### src/verilog/mat_part_pkg.sv
`default_nettype none

package mat_part_pkg;

    // requested partition mode, sampled with start
    typedef enum logic [1:0] {
        MODE_2X2  = 2'd0,
        MODE_4X4  = 2'd1,
        MODE_AUTO = 2'd2
    } part_mode_e;

    // tile emitter states
    typedef enum logic [1:0] {
        // waiting for scan_done
        EMIT_IDLE  = 2'd0,
        // issuing one read address per cycle
        EMIT_TILE  = 2'd1,
        // last element still in the data stage
        EMIT_DRAIN = 2'd2,
        // done pulse
        EMIT_DONE  = 2'd3
    } emit_state_e;

    // auto mode picks 2x2 above this sparsity
    localparam int AUTO_SPARSE_PCT = 50;

    // sparsity percentage, 0..100
    localparam int PCT_W = 7;

endpackage

`default_nettype wire

### src/verilog/matrix_buffer.sv
`timescale 1ns/1ns
`default_nettype none

module matrix_buffer #(
    parameter int MAX_DIM    = 8,
    parameter int DATA_WIDTH = 16,
    localparam int DEPTH     = MAX_DIM * MAX_DIM,
    localparam int ADDR_W    = $clog2(DEPTH)
) (
    input  logic                         clk,

    // write side, from the scanner
    input  logic                         wr_en,
    input  logic [ADDR_W-1:0]            wr_addr,
    input  logic signed [DATA_WIDTH-1:0] wr_data,

    // read side, from the emitter
    input  logic [ADDR_W-1:0]            rd_addr,
    output logic signed [DATA_WIDTH-1:0] rd_data
);

    // row * MAX_DIM + col
    logic signed [DATA_WIDTH-1:0] mem [DEPTH];

    always_ff @(posedge clk) begin
        if (wr_en) begin
            mem[wr_addr] <= wr_data;
        end
    end

    // one cycle read latency
    always_ff @(posedge clk) begin
        rd_data <= mem[rd_addr];
    end

endmodule

`default_nettype wire

### src/verilog/matrix_scanner.sv
`timescale 1ns/1ns
`default_nettype none

module matrix_scanner #(
    parameter int MAX_DIM    = 8,
    parameter int DATA_WIDTH = 16,
    localparam int DIM_W     = $clog2(MAX_DIM + 1),
    localparam int ADDR_W    = $clog2(MAX_DIM * MAX_DIM)
) (
    input  logic                           clk,
    input  logic                           rst_n,

    // run config and element stream
    input  logic                           start,
    input  logic [DIM_W-1:0]               matrix_dim,
    input  mat_part_pkg::part_mode_e       partition_mode,
    input  logic                           diag_only,
    input  logic signed [DATA_WIDTH-1:0]   elem_data,
    input  logic                           elem_valid,
    input  logic                           emit_done,

    // buffer write port
    output logic                           wr_en,
    output logic [ADDR_W-1:0]              wr_addr,
    output logic signed [DATA_WIDTH-1:0]   wr_data,

    // results for the emitter
    output logic                           scan_done,
    output logic [DIM_W-1:0]               cfg_dim,
    output mat_part_pkg::part_mode_e       cfg_mode,
    output logic                           cfg_diag_only,
    output logic [mat_part_pkg::PCT_W-1:0] sparsity_pct,
    output logic                           diag_dominant,
    output logic                           busy
);
    import mat_part_pkg::*;

    localparam int IDX_W  = $clog2(MAX_DIM);
    localparam int ZCNT_W = $clog2(MAX_DIM * MAX_DIM + 1);
    localparam int REM_W  = $clog2(MAX_DIM * MAX_DIM * 100 + 1);
    localparam int SUM_W  = DATA_WIDTH + $clog2(MAX_DIM * MAX_DIM);

    typedef enum logic [1:0] {
        SCAN_IDLE = 2'd0,
        SCAN_LOAD = 2'd1,
        SCAN_DIV  = 2'd2,
        SCAN_WAIT = 2'd3
    } scan_state_e;

    scan_state_e       state;
    logic [IDX_W-1:0]  row;
    logic [IDX_W-1:0]  col;
    logic [ZCNT_W-1:0] zeros;
    logic [ZCNT_W-1:0] zeros_nxt;
    logic [ZCNT_W-1:0] dim_sq;
    logic [SUM_W-1:0]  diag_sum;
    logic [SUM_W-1:0]  off_sum;
    logic [REM_W-1:0]  rem;
    logic [PCT_W-1:0]  quot;
    logic              row_last;
    logic              col_last;

    function automatic logic [DATA_WIDTH-1:0] abs_val(input logic signed [DATA_WIDTH-1:0] v);
        // -min still fits as unsigned
        return v[DATA_WIDTH-1] ? DATA_WIDTH'(-v) : DATA_WIDTH'(v);
    endfunction

    assign row_last  = (DIM_W'(row) == cfg_dim - 1'b1);
    assign col_last  = (DIM_W'(col) == cfg_dim - 1'b1);
    assign zeros_nxt = zeros + ZCNT_W'(elem_data == '0);
    assign dim_sq    = ZCNT_W'(cfg_dim) * ZCNT_W'(cfg_dim);

    // held from the accepted start until emit_done
    assign busy = (state != SCAN_IDLE);

    always_ff @(posedge clk or negedge rst_n) begin
        if (!rst_n) begin
            state         <= SCAN_IDLE;
            row           <= '0;
            col           <= '0;
            zeros         <= '0;
            diag_sum      <= '0;
            off_sum       <= '0;
            rem           <= '0;
            quot          <= '0;
            wr_en         <= 1'b0;
            scan_done     <= 1'b0;
            cfg_dim       <= '0;
            cfg_mode      <= MODE_2X2;
            cfg_diag_only <= 1'b0;
            sparsity_pct  <= '0;
            diag_dominant <= 1'b0;
        end else begin
            wr_en     <= 1'b0;
            scan_done <= 1'b0;
            case (state)
                SCAN_IDLE: begin
                    if (start) begin
                        cfg_dim       <= matrix_dim;
                        cfg_mode      <= partition_mode;
                        cfg_diag_only <= diag_only;
                        row           <= '0;
                        col           <= '0;
                        zeros         <= '0;
                        diag_sum      <= '0;
                        off_sum       <= '0;
                        state         <= SCAN_LOAD;
                    end
                end
                SCAN_LOAD: begin
                    if (elem_valid) begin
                        wr_en <= 1'b1;
                        zeros <= zeros_nxt;
                        if (row == col) begin
                            diag_sum <= diag_sum + SUM_W'(abs_val(elem_data));
                        end else begin
                            off_sum <= off_sum + SUM_W'(abs_val(elem_data));
                        end
                        if (col_last) begin
                            col <= '0;
                            if (row_last) begin
                                // dividend zeros * 100, divisor dim^2
                                rem   <= REM_W'(zeros_nxt * 100);
                                quot  <= '0;
                                state <= SCAN_DIV;
                            end else begin
                                row <= row + 1'b1;
                            end
                        end else begin
                            col <= col + 1'b1;
                        end
                    end
                end
                SCAN_DIV: begin
                    // one subtraction per cycle
                    if (rem >= dim_sq) begin
                        rem  <= rem - dim_sq;
                        quot <= quot + 1'b1;
                    end else begin
                        sparsity_pct  <= quot;
                        diag_dominant <= (diag_sum > off_sum);
                        scan_done     <= 1'b1;
                        state         <= SCAN_WAIT;
                    end
                end
                SCAN_WAIT: begin
                    if (emit_done) begin
                        state <= SCAN_IDLE;
                    end
                end
                default: state <= SCAN_IDLE;
            endcase
        end
    end

    always_ff @(posedge clk) begin
        if (state == SCAN_LOAD && elem_valid) begin
            wr_addr <= ADDR_W'(row * MAX_DIM + col);
            wr_data <= elem_data;
        end
    end

endmodule

`default_nettype wire

### src/verilog/block_emitter.sv
`timescale 1ns/1ns
`default_nettype none

module block_emitter #(
    parameter int MAX_DIM    = 8,
    parameter int DATA_WIDTH = 16,
    localparam int DIM_W     = $clog2(MAX_DIM + 1),
    localparam int ADDR_W    = $clog2(MAX_DIM * MAX_DIM),
    localparam int CNT_W     = $clog2((MAX_DIM / 2) * (MAX_DIM / 2) + 1),
    localparam int BPR_W     = $clog2(MAX_DIM / 2 + 1)
) (
    input  logic                           clk,
    input  logic                           rst_n,

    // from the scanner
    input  logic                           scan_done,
    input  logic [DIM_W-1:0]               cfg_dim,
    input  mat_part_pkg::part_mode_e       cfg_mode,
    input  logic                           cfg_diag_only,
    input  logic [mat_part_pkg::PCT_W-1:0] sparsity_pct,
    input  logic                           diag_dominant,

    // buffer read port
    output logic [ADDR_W-1:0]              rd_addr,
    input  logic signed [DATA_WIDTH-1:0]   rd_data,

    // tile stream
    output logic                           block_valid,
    output logic                           block_first,
    output logic                           block_last,
    output logic signed [DATA_WIDTH-1:0]   block_data,
    output logic [CNT_W-1:0]               block_index,
    output logic [2:0]                     block_size,
    output logic                           block_diag,
    output logic                           done,
    output logic [CNT_W-1:0]               num_blocks,
    output logic [BPR_W-1:0]               blocks_per_row
);
    import mat_part_pkg::*;

    // padded positions reach past MAX_DIM for odd tile fits
    localparam int POS_W = $clog2(MAX_DIM + 4);

    emit_state_e      state;
    logic             tile4_q;
    logic [BPR_W-1:0] bpr_q;
    logic [CNT_W-1:0] nblk_q;
    logic [BPR_W-1:0] tr;
    logic [BPR_W-1:0] tc;
    logic [1:0]       er;
    logic [1:0]       ec;
    logic [CNT_W-1:0] idx;

    logic             tile4_r;
    logic [BPR_W-1:0] bpr_r;
    logic [CNT_W-1:0] nblk_r;
    logic [2:0]       tsize;
    logic [1:0]       ts_m1;
    logic [POS_W-1:0] row_abs;
    logic [POS_W-1:0] col_abs;
    logic             pad;
    logic             tile_end;
    logic             run_end;

    // data stage
    logic             v_q;
    logic             first_q;
    logic             last_q;
    logic             diag_q;
    logic             pad_q;
    logic [CNT_W-1:0] index_q;

    always_comb begin
        tile4_r = (cfg_mode == MODE_4X4) ||
                  (cfg_mode == MODE_AUTO && !diag_dominant &&
                   sparsity_pct <= AUTO_SPARSE_PCT);
        bpr_r   = tile4_r ? BPR_W'((cfg_dim + 3) >> 2) : BPR_W'((cfg_dim + 1) >> 1);
        nblk_r  = cfg_diag_only ? CNT_W'(bpr_r) : CNT_W'(bpr_r) * CNT_W'(bpr_r);
    end

    assign tsize   = tile4_q ? 3'd4 : 3'd2;
    assign ts_m1   = tile4_q ? 2'd3 : 2'd1;
    assign row_abs = POS_W'(tr) * POS_W'(tsize) + POS_W'(er);
    assign col_abs = POS_W'(tc) * POS_W'(tsize) + POS_W'(ec);
    assign pad     = (row_abs >= cfg_dim) || (col_abs >= cfg_dim);
    assign rd_addr = pad ? '0 : ADDR_W'(row_abs * MAX_DIM + col_abs);

    assign tile_end = (er == ts_m1) && (ec == ts_m1);
    assign run_end  = cfg_diag_only ? (tr == bpr_q - 1'b1) :
                      (tr == bpr_q - 1'b1) && (tc == bpr_q - 1'b1);

    always_ff @(posedge clk or negedge rst_n) begin
        if (!rst_n) begin
            state   <= EMIT_IDLE;
            tile4_q <= 1'b0;
            bpr_q   <= '0;
            nblk_q  <= '0;
            tr      <= '0;
            tc      <= '0;
            er      <= '0;
            ec      <= '0;
            idx     <= '0;
            v_q     <= 1'b0;
            first_q <= 1'b0;
            last_q  <= 1'b0;
            diag_q  <= 1'b0;
        end else begin
            v_q     <= 1'b0;
            first_q <= 1'b0;
            last_q  <= 1'b0;
            diag_q  <= 1'b0;
            case (state)
                EMIT_IDLE: begin
                    if (scan_done) begin
                        tile4_q <= tile4_r;
                        bpr_q   <= bpr_r;
                        nblk_q  <= nblk_r;
                        tr      <= '0;
                        tc      <= '0;
                        er      <= '0;
                        ec      <= '0;
                        idx     <= '0;
                        state   <= EMIT_TILE;
                    end
                end
                EMIT_TILE: begin
                    v_q     <= 1'b1;
                    first_q <= (er == 2'd0) && (ec == 2'd0);
                    last_q  <= tile_end;
                    diag_q  <= (tr == tc);
                    if (ec == ts_m1) begin
                        ec <= '0;
                        if (er == ts_m1) begin
                            er  <= '0;
                            idx <= idx + 1'b1;
                            if (run_end) begin
                                state <= EMIT_DRAIN;
                            end else if (cfg_diag_only) begin
                                // next diagonal tile
                                tr <= tr + 1'b1;
                                tc <= tc + 1'b1;
                            end else if (tc == bpr_q - 1'b1) begin
                                tc <= '0;
                                tr <= tr + 1'b1;
                            end else begin
                                tc <= tc + 1'b1;
                            end
                        end else begin
                            er <= er + 1'b1;
                        end
                    end else begin
                        ec <= ec + 1'b1;
                    end
                end
                EMIT_DRAIN: state <= EMIT_DONE;
                EMIT_DONE:  state <= EMIT_IDLE;
                default:    state <= EMIT_IDLE;
            endcase
        end
    end

    always_ff @(posedge clk) begin
        if (state == EMIT_TILE) begin
            pad_q   <= pad;
            index_q <= idx;
        end
    end

    // rd_data lines up with the data stage
    assign block_valid    = v_q;
    assign block_first    = first_q;
    assign block_last     = last_q;
    assign block_diag     = diag_q;
    assign block_index    = index_q;
    assign block_data     = pad_q ? '0 : rd_data;
    assign block_size     = tsize;
    assign done           = (state == EMIT_DONE);
    assign num_blocks     = nblk_q;
    assign blocks_per_row = bpr_q;

endmodule

`default_nettype wire

### src/verilog/block_partitioner.sv
`timescale 1ns/1ns
`default_nettype none

module block_partitioner #(
    parameter int MAX_DIM    = 8,
    parameter int DATA_WIDTH = 16,
    localparam int DIM_W     = $clog2(MAX_DIM + 1),
    localparam int ADDR_W    = $clog2(MAX_DIM * MAX_DIM),
    localparam int CNT_W     = $clog2((MAX_DIM / 2) * (MAX_DIM / 2) + 1),
    localparam int BPR_W     = $clog2(MAX_DIM / 2 + 1)
) (
    input  logic                           clk,
    input  logic                           rst_n,

    input  logic                           start,
    input  logic [DIM_W-1:0]               matrix_dim,
    input  mat_part_pkg::part_mode_e       partition_mode,
    input  logic                           diag_only,
    input  logic signed [DATA_WIDTH-1:0]   elem_data,
    input  logic                           elem_valid,

    output logic                           busy,
    output logic                           block_valid,
    output logic                           block_first,
    output logic                           block_last,
    output logic signed [DATA_WIDTH-1:0]   block_data,
    output logic [CNT_W-1:0]               block_index,
    output logic [2:0]                     block_size,
    output logic                           block_diag,
    output logic                           done,

    // stable from done until the next start
    output logic [CNT_W-1:0]               num_blocks,
    output logic [BPR_W-1:0]               blocks_per_row,
    output logic [mat_part_pkg::PCT_W-1:0] sparsity_pct,
    output logic                           diag_dominant
);
    import mat_part_pkg::*;

    logic                         wr_en;
    logic [ADDR_W-1:0]            wr_addr;
    logic signed [DATA_WIDTH-1:0] wr_data;
    logic [ADDR_W-1:0]            rd_addr;
    logic signed [DATA_WIDTH-1:0] rd_data;
    logic                         scan_done;
    logic [DIM_W-1:0]             cfg_dim;
    part_mode_e                   cfg_mode;
    logic                         cfg_diag_only;

    matrix_scanner #(
        .MAX_DIM    (MAX_DIM),
        .DATA_WIDTH (DATA_WIDTH)
    ) scanner_i (
        .clk            (clk),
        .rst_n          (rst_n),
        .start          (start),
        .matrix_dim     (matrix_dim),
        .partition_mode (partition_mode),
        .diag_only      (diag_only),
        .elem_data      (elem_data),
        .elem_valid     (elem_valid),
        .emit_done      (done),
        .wr_en          (wr_en),
        .wr_addr        (wr_addr),
        .wr_data        (wr_data),
        .scan_done      (scan_done),
        .cfg_dim        (cfg_dim),
        .cfg_mode       (cfg_mode),
        .cfg_diag_only  (cfg_diag_only),
        .sparsity_pct   (sparsity_pct),
        .diag_dominant  (diag_dominant),
        .busy           (busy)
    );

    matrix_buffer #(
        .MAX_DIM    (MAX_DIM),
        .DATA_WIDTH (DATA_WIDTH)
    ) buffer_i (
        .clk     (clk),
        .wr_en   (wr_en),
        .wr_addr (wr_addr),
        .wr_data (wr_data),
        .rd_addr (rd_addr),
        .rd_data (rd_data)
    );

    block_emitter #(
        .MAX_DIM    (MAX_DIM),
        .DATA_WIDTH (DATA_WIDTH)
    ) emitter_i (
        .clk            (clk),
        .rst_n          (rst_n),
        .scan_done      (scan_done),
        .cfg_dim        (cfg_dim),
        .cfg_mode       (cfg_mode),
        .cfg_diag_only  (cfg_diag_only),
        .sparsity_pct   (sparsity_pct),
        .diag_dominant  (diag_dominant),
        .rd_addr        (rd_addr),
        .rd_data        (rd_data),
        .block_valid    (block_valid),
        .block_first    (block_first),
        .block_last     (block_last),
        .block_data     (block_data),
        .block_index    (block_index),
        .block_size     (block_size),
        .block_diag     (block_diag),
        .done           (done),
        .num_blocks     (num_blocks),
        .blocks_per_row (blocks_per_row)
    );

endmodule

`default_nettype wire

### config.mk
export PLATFORM = sky130hd
export DESIGN_NAME = block_partitioner
export DESIGN_NICKNAME = d
export VERILOG_FILES = /design/src/verilog/mat_part_pkg.sv /design/src/verilog/matrix_buffer.sv /design/src/verilog/matrix_scanner.sv /design/src/verilog/block_emitter.sv /design/src/verilog/block_partitioner.sv
export SDC_FILE = /design/constraint.sdc
export NUM_CORES = 2
export LEC_CHECK = 0
export BUFFER_PORTS_ARGS = -buffer_cell sky130_fd_sc_hd__buf_2
export CAP_MARGIN = 20
export CORE_MARGIN = 2
export CORE_UTILIZATION = 55
export CTS_BUF_LIST = sky130_fd_sc_hd__clkbuf_8
export CTS_CLUSTER_SIZE = 24
export DETAILED_ROUTE_END_ITERATION = 7
export PLACE_DENSITY = 0.73
export SYNTH_ARGS = -nofsm -noshare
export SYNTH_HDL_FRONTEND = slang
export SYNTH_SLANG_ARGS = --single-unit
### constraint.sdc
create_clock -name clk -period 4.4 [get_ports clk]
set_input_delay 0.44 -clock clk [delete_from_list [all_inputs] [get_ports clk]]
set_output_delay 0.44 -clock clk [all_outputs]
set_load 0.03 [all_outputs]
==> results by group <==
Run status
  • Status: completed

Final layout
  • Area of the multi-input gates: 15,400 um2
  • Commonest non-fill, non-tap cell in the layout: edfxtp_1
  • Fraction of layout cells with a size suffix above 1: 0.167
  • Fin area: 58,400 um2
  • Core Util, Final: 0.635
  • Final std cells w/o fill: 5,397
  • Fill cell count: 6,856
  • Net count reported at finish: 4,182
  • Reg area: 35,000 um2
  • Area grow syn2layout: 14.0%
  • Most frequent cells in the layout: edfxtp_1, nand2_1, buf_4

GRT
  • Wire length of the first global-routing pass: 203,000 um
  • Largest net degree at the start of global routing: 116
  • GRT Resource Usage Total: 0.287
  • GR Overflow Total: 0
  • Initial antenna violation count: 1
  • Vias in the first global route: 32,756

Power and ir drop
  • Max VDD drop: 0.000591 V
  • Pwr Total: 44.1 mW
  • PwrDens: 754 nW/um2
  • Pleak: 21.4 nW

Synthesis
  • Top_reg_cell synth: edfxtp_1
  • Post-synth EDFFs: 1,052
  • Post-synth net total: 3,849
  • Asr flop ratio synth: 0.105
  • Seq/Total Area, Yosys: 0.684
  • Library cells used by synthesis: 86
  • Yosys warns: 0
  • Syn Area/Cell: 13.9 um2
  • Post-Syn Instances: 3,690
  • Synthesized cell area: 51,200 um2
  • FF+latch count, synth: 1,193

Timing
  • Max-slew violations: 0
  • Final Setup Violations: 0
  • Tmin final: 4220 ps
  • Clock Skews: 47.2 ps
  • Max_slew headroom: 0.279
  • Worst setup margin: 183 ps
  • Highest clock rate: 237 MHz
  • Fin crit share: 0.958
  • Hold Worst Slack: 107 ps
  • Worst Tran Pin Value: 1080 ps
  • Setup TNS: 0 ps
  • Final Hold Violating Endpoints: 0

Critical path
  • Crit Path Category: reg -> reg
  • Type of origin of the critical path: flop
  • Worst Path Arrival: 4980 ps
  • CP required: 5160 ps
  • Largest fanout on the critical path: 20
  • Worst setup EP type: flop

Floorplan
  • Site row count: 111
  • Core Footprint: 91,900 um2
  • Chip Height: 309 um
  • Initial Util: 0.557
  • Die span in x: 309 um
  • Io pins: 73
  • Die ar.: 95,600 um2

Drt
  • TritonRoute pass-1 iters: 6
  • DRC viols: 0
  • Via density: 6.21
  • 1st-iter DRT viols: 3,959
  • Wire length per cell: 25.4 um
  • Via count: 33,523
  • ANT nets after route: 0
  • Post-Route WL: 137,000 um

CTS
  • Total CTS buffers: 183
  • Clock Tree Buf Depth: 3
  • TritonCTS Sinks: 1,193
  • CTS Root Cell: clkbuf_8
  • Clock Latency Late Sink: 880 ps
  • CTS clk-pin slew, worst paths: 70 ps
  • CTS tree: yes
  • H-tree depth: 4

Run
  • Max cap viols: 0

Placed design
  • Area post-placement: 54,500 um2
  • Buffers on Ports: 71
  • Setup WS pre-CTS: -365 ps
  • DP HPWL: 84,500 um
  • GPL Wtd Cong: 0.983
  • Placed cell count: 5,048

Hold path
  • Worst hold-check path type: in -> reg
[metal layers]
| layer | vias to the layer above | track usage | part of all wire |
|---|---|---|---|
| met5 | - | 0 | 0 |
| met4 | 0 | 0.119 | 0.036 |
| met3 | 286 | 0.0673 | 0.10 |
| met2 | 1723 | 0.455 | 0.48 |
| met1 | 16661 | 0.384 | 0.38 |
| li1 | 14853 | - | - |
[cell type report]
class / count / share of cell area
clock buffer: 187 / 0.0440
timing repair buffer: 349 / 0.0479
sequential: 1193 / 0.600
tap: 1243 / 0.0266
inverter: 85 / 0.00552
antenna: 2 / 0.0000857
multi-input combinational: 2211 / 0.263
clock inverter: 127 / 0.0127
[power breakdown]
part	switching, mW	internal, mW	leakage [nW]	total, mW
Combinational	13.9	7.85	8.22	21.7
Sequential	0.540	13.2	11.3	13.8
Clock	4.24	4.30	1.88	8.54
Total	18.7	25.4	21.4	44.1
[state kept, by name, summed over array words and instances (netlist names), 4 cells and up]
| signal | flops |
|---|---|
| scanner_i.off_sum | 22 |
| scanner_i.wr_data | 16 |
| scanner_i.rem | 13 |
| buffer_i.rd_data | 16 |
| emitter_i.num_blocks | 5 |
| emitter_i.idx | 5 |
| scanner_i.sparsity_pct | 7 |
| scanner_i.quot | 7 |
| scanner_i.zeros | 7 |
| scanner_i.wr_addr | 6 |
| scanner_i.cfg_dim | 4 |
| scanner_i.diag_sum | 22 |
| emitter_i.block_index | 5 |
| buffer_i.mem | 1024 |
[Yosys cell counts, drive strengths merged (7+ instances only)]
cell	count	share of area
edfxtp	1052	0.62
ha	128	0.031
o311ai	11	0.0019
o22ai	32	0.0039
o21a	30	0.0044
and2	10	0.0012
nor2	212	0.016
o221ai	96	0.017
a221oi	31	0.0063
nand2	327	0.024
o21ai	243	0.024
nand3	87	0.0085
and3	20	0.0024
o21bai	8	0.0012
clkbuf	119	0.0087
xor2	48	0.0082
a211oi	35	0.0051
dfxtp	16	0.0063
dfrtp	125	0.061
a32o	16	0.0031
buf	82	0.0081
a21oi	191	0.019
inv	83	0.0061
o2111ai	11	0.0019
o31ai	30	0.0044
a31oi	14	0.0017
o41ai	10	0.0017
mux2i	197	0.038
nor2b	33	0.0040
or2	7	0.00085
nand4	19	0.0023
nand2b	11	0.0013
o211ai	8	0.0012
mux2	56	0.012
nor3	53	0.0054
a2bb2oi	16	0.0027
xnor2	54	0.0092
a32oi	16	0.0027
a21o	57	0.0084
[path summary, 6_finish.rpt]
kind	startpoint	endpoint	slack, ps	cells after the start
setup / recovery	emitter_i.tile4_q	buffer_i.rd_data[7]	180	15
hold / removal	elem_data[15]	scanner_i.wr_data[15]	110	2
setup reg to reg	emitter_i.tile4_q	buffer_i.rd_data[7]	180	15
hold reg to reg	emitter_i.idx[4]	emitter_i.block_index[4]	480	0
max in group asynchronous	rst_n	scanner_i.col[1]	3210	3
min in group asynchronous	rst_n	scanner_i.diag_sum[10]	240	2
[critical path, cell delays in order, from the launching register on]
cell      delay (ps)
dfrtp_1          400
and2_1           140
ha_1             280
ha_1             190
xor2_1           150
xnor2_1          150
ha_1             230
nor4_4           290
o21ai_4          200
a221oi_4         420
nand2_2          270
buf_4            290
o21ai_1          500
o31ai_1          150
a21oi_1          330
o31ai_1          130
[cells by family after synthesis]
family / share of synthesized area
other: 0.0000732
and+or+nand+nor: 0.0716
adders and majority gates: 0.0328
xor gates and xnor gates: 0.0174
AOI/OAI and AO/OA: 0.118
DFF: 0.684
buffers and inverters: 0.0231
muxes: 0.0530
[what timing repair did]
| action | 4_1_cts | 5_1_grt |
|---|---|---|
| hold buffers | 24 | 0 |
| pin swaps | 0 | 9 |
| gates resized for setup | 5 | 42 |
| cloned | 0 | 1 |
| setup buffers | 0 | 7 |
| hold endpoints to repair | 122 | 0 |
| endpoints found under the setup margin | 11 | 20 |
Note: power is estimated with default switching activity, not from simulation.
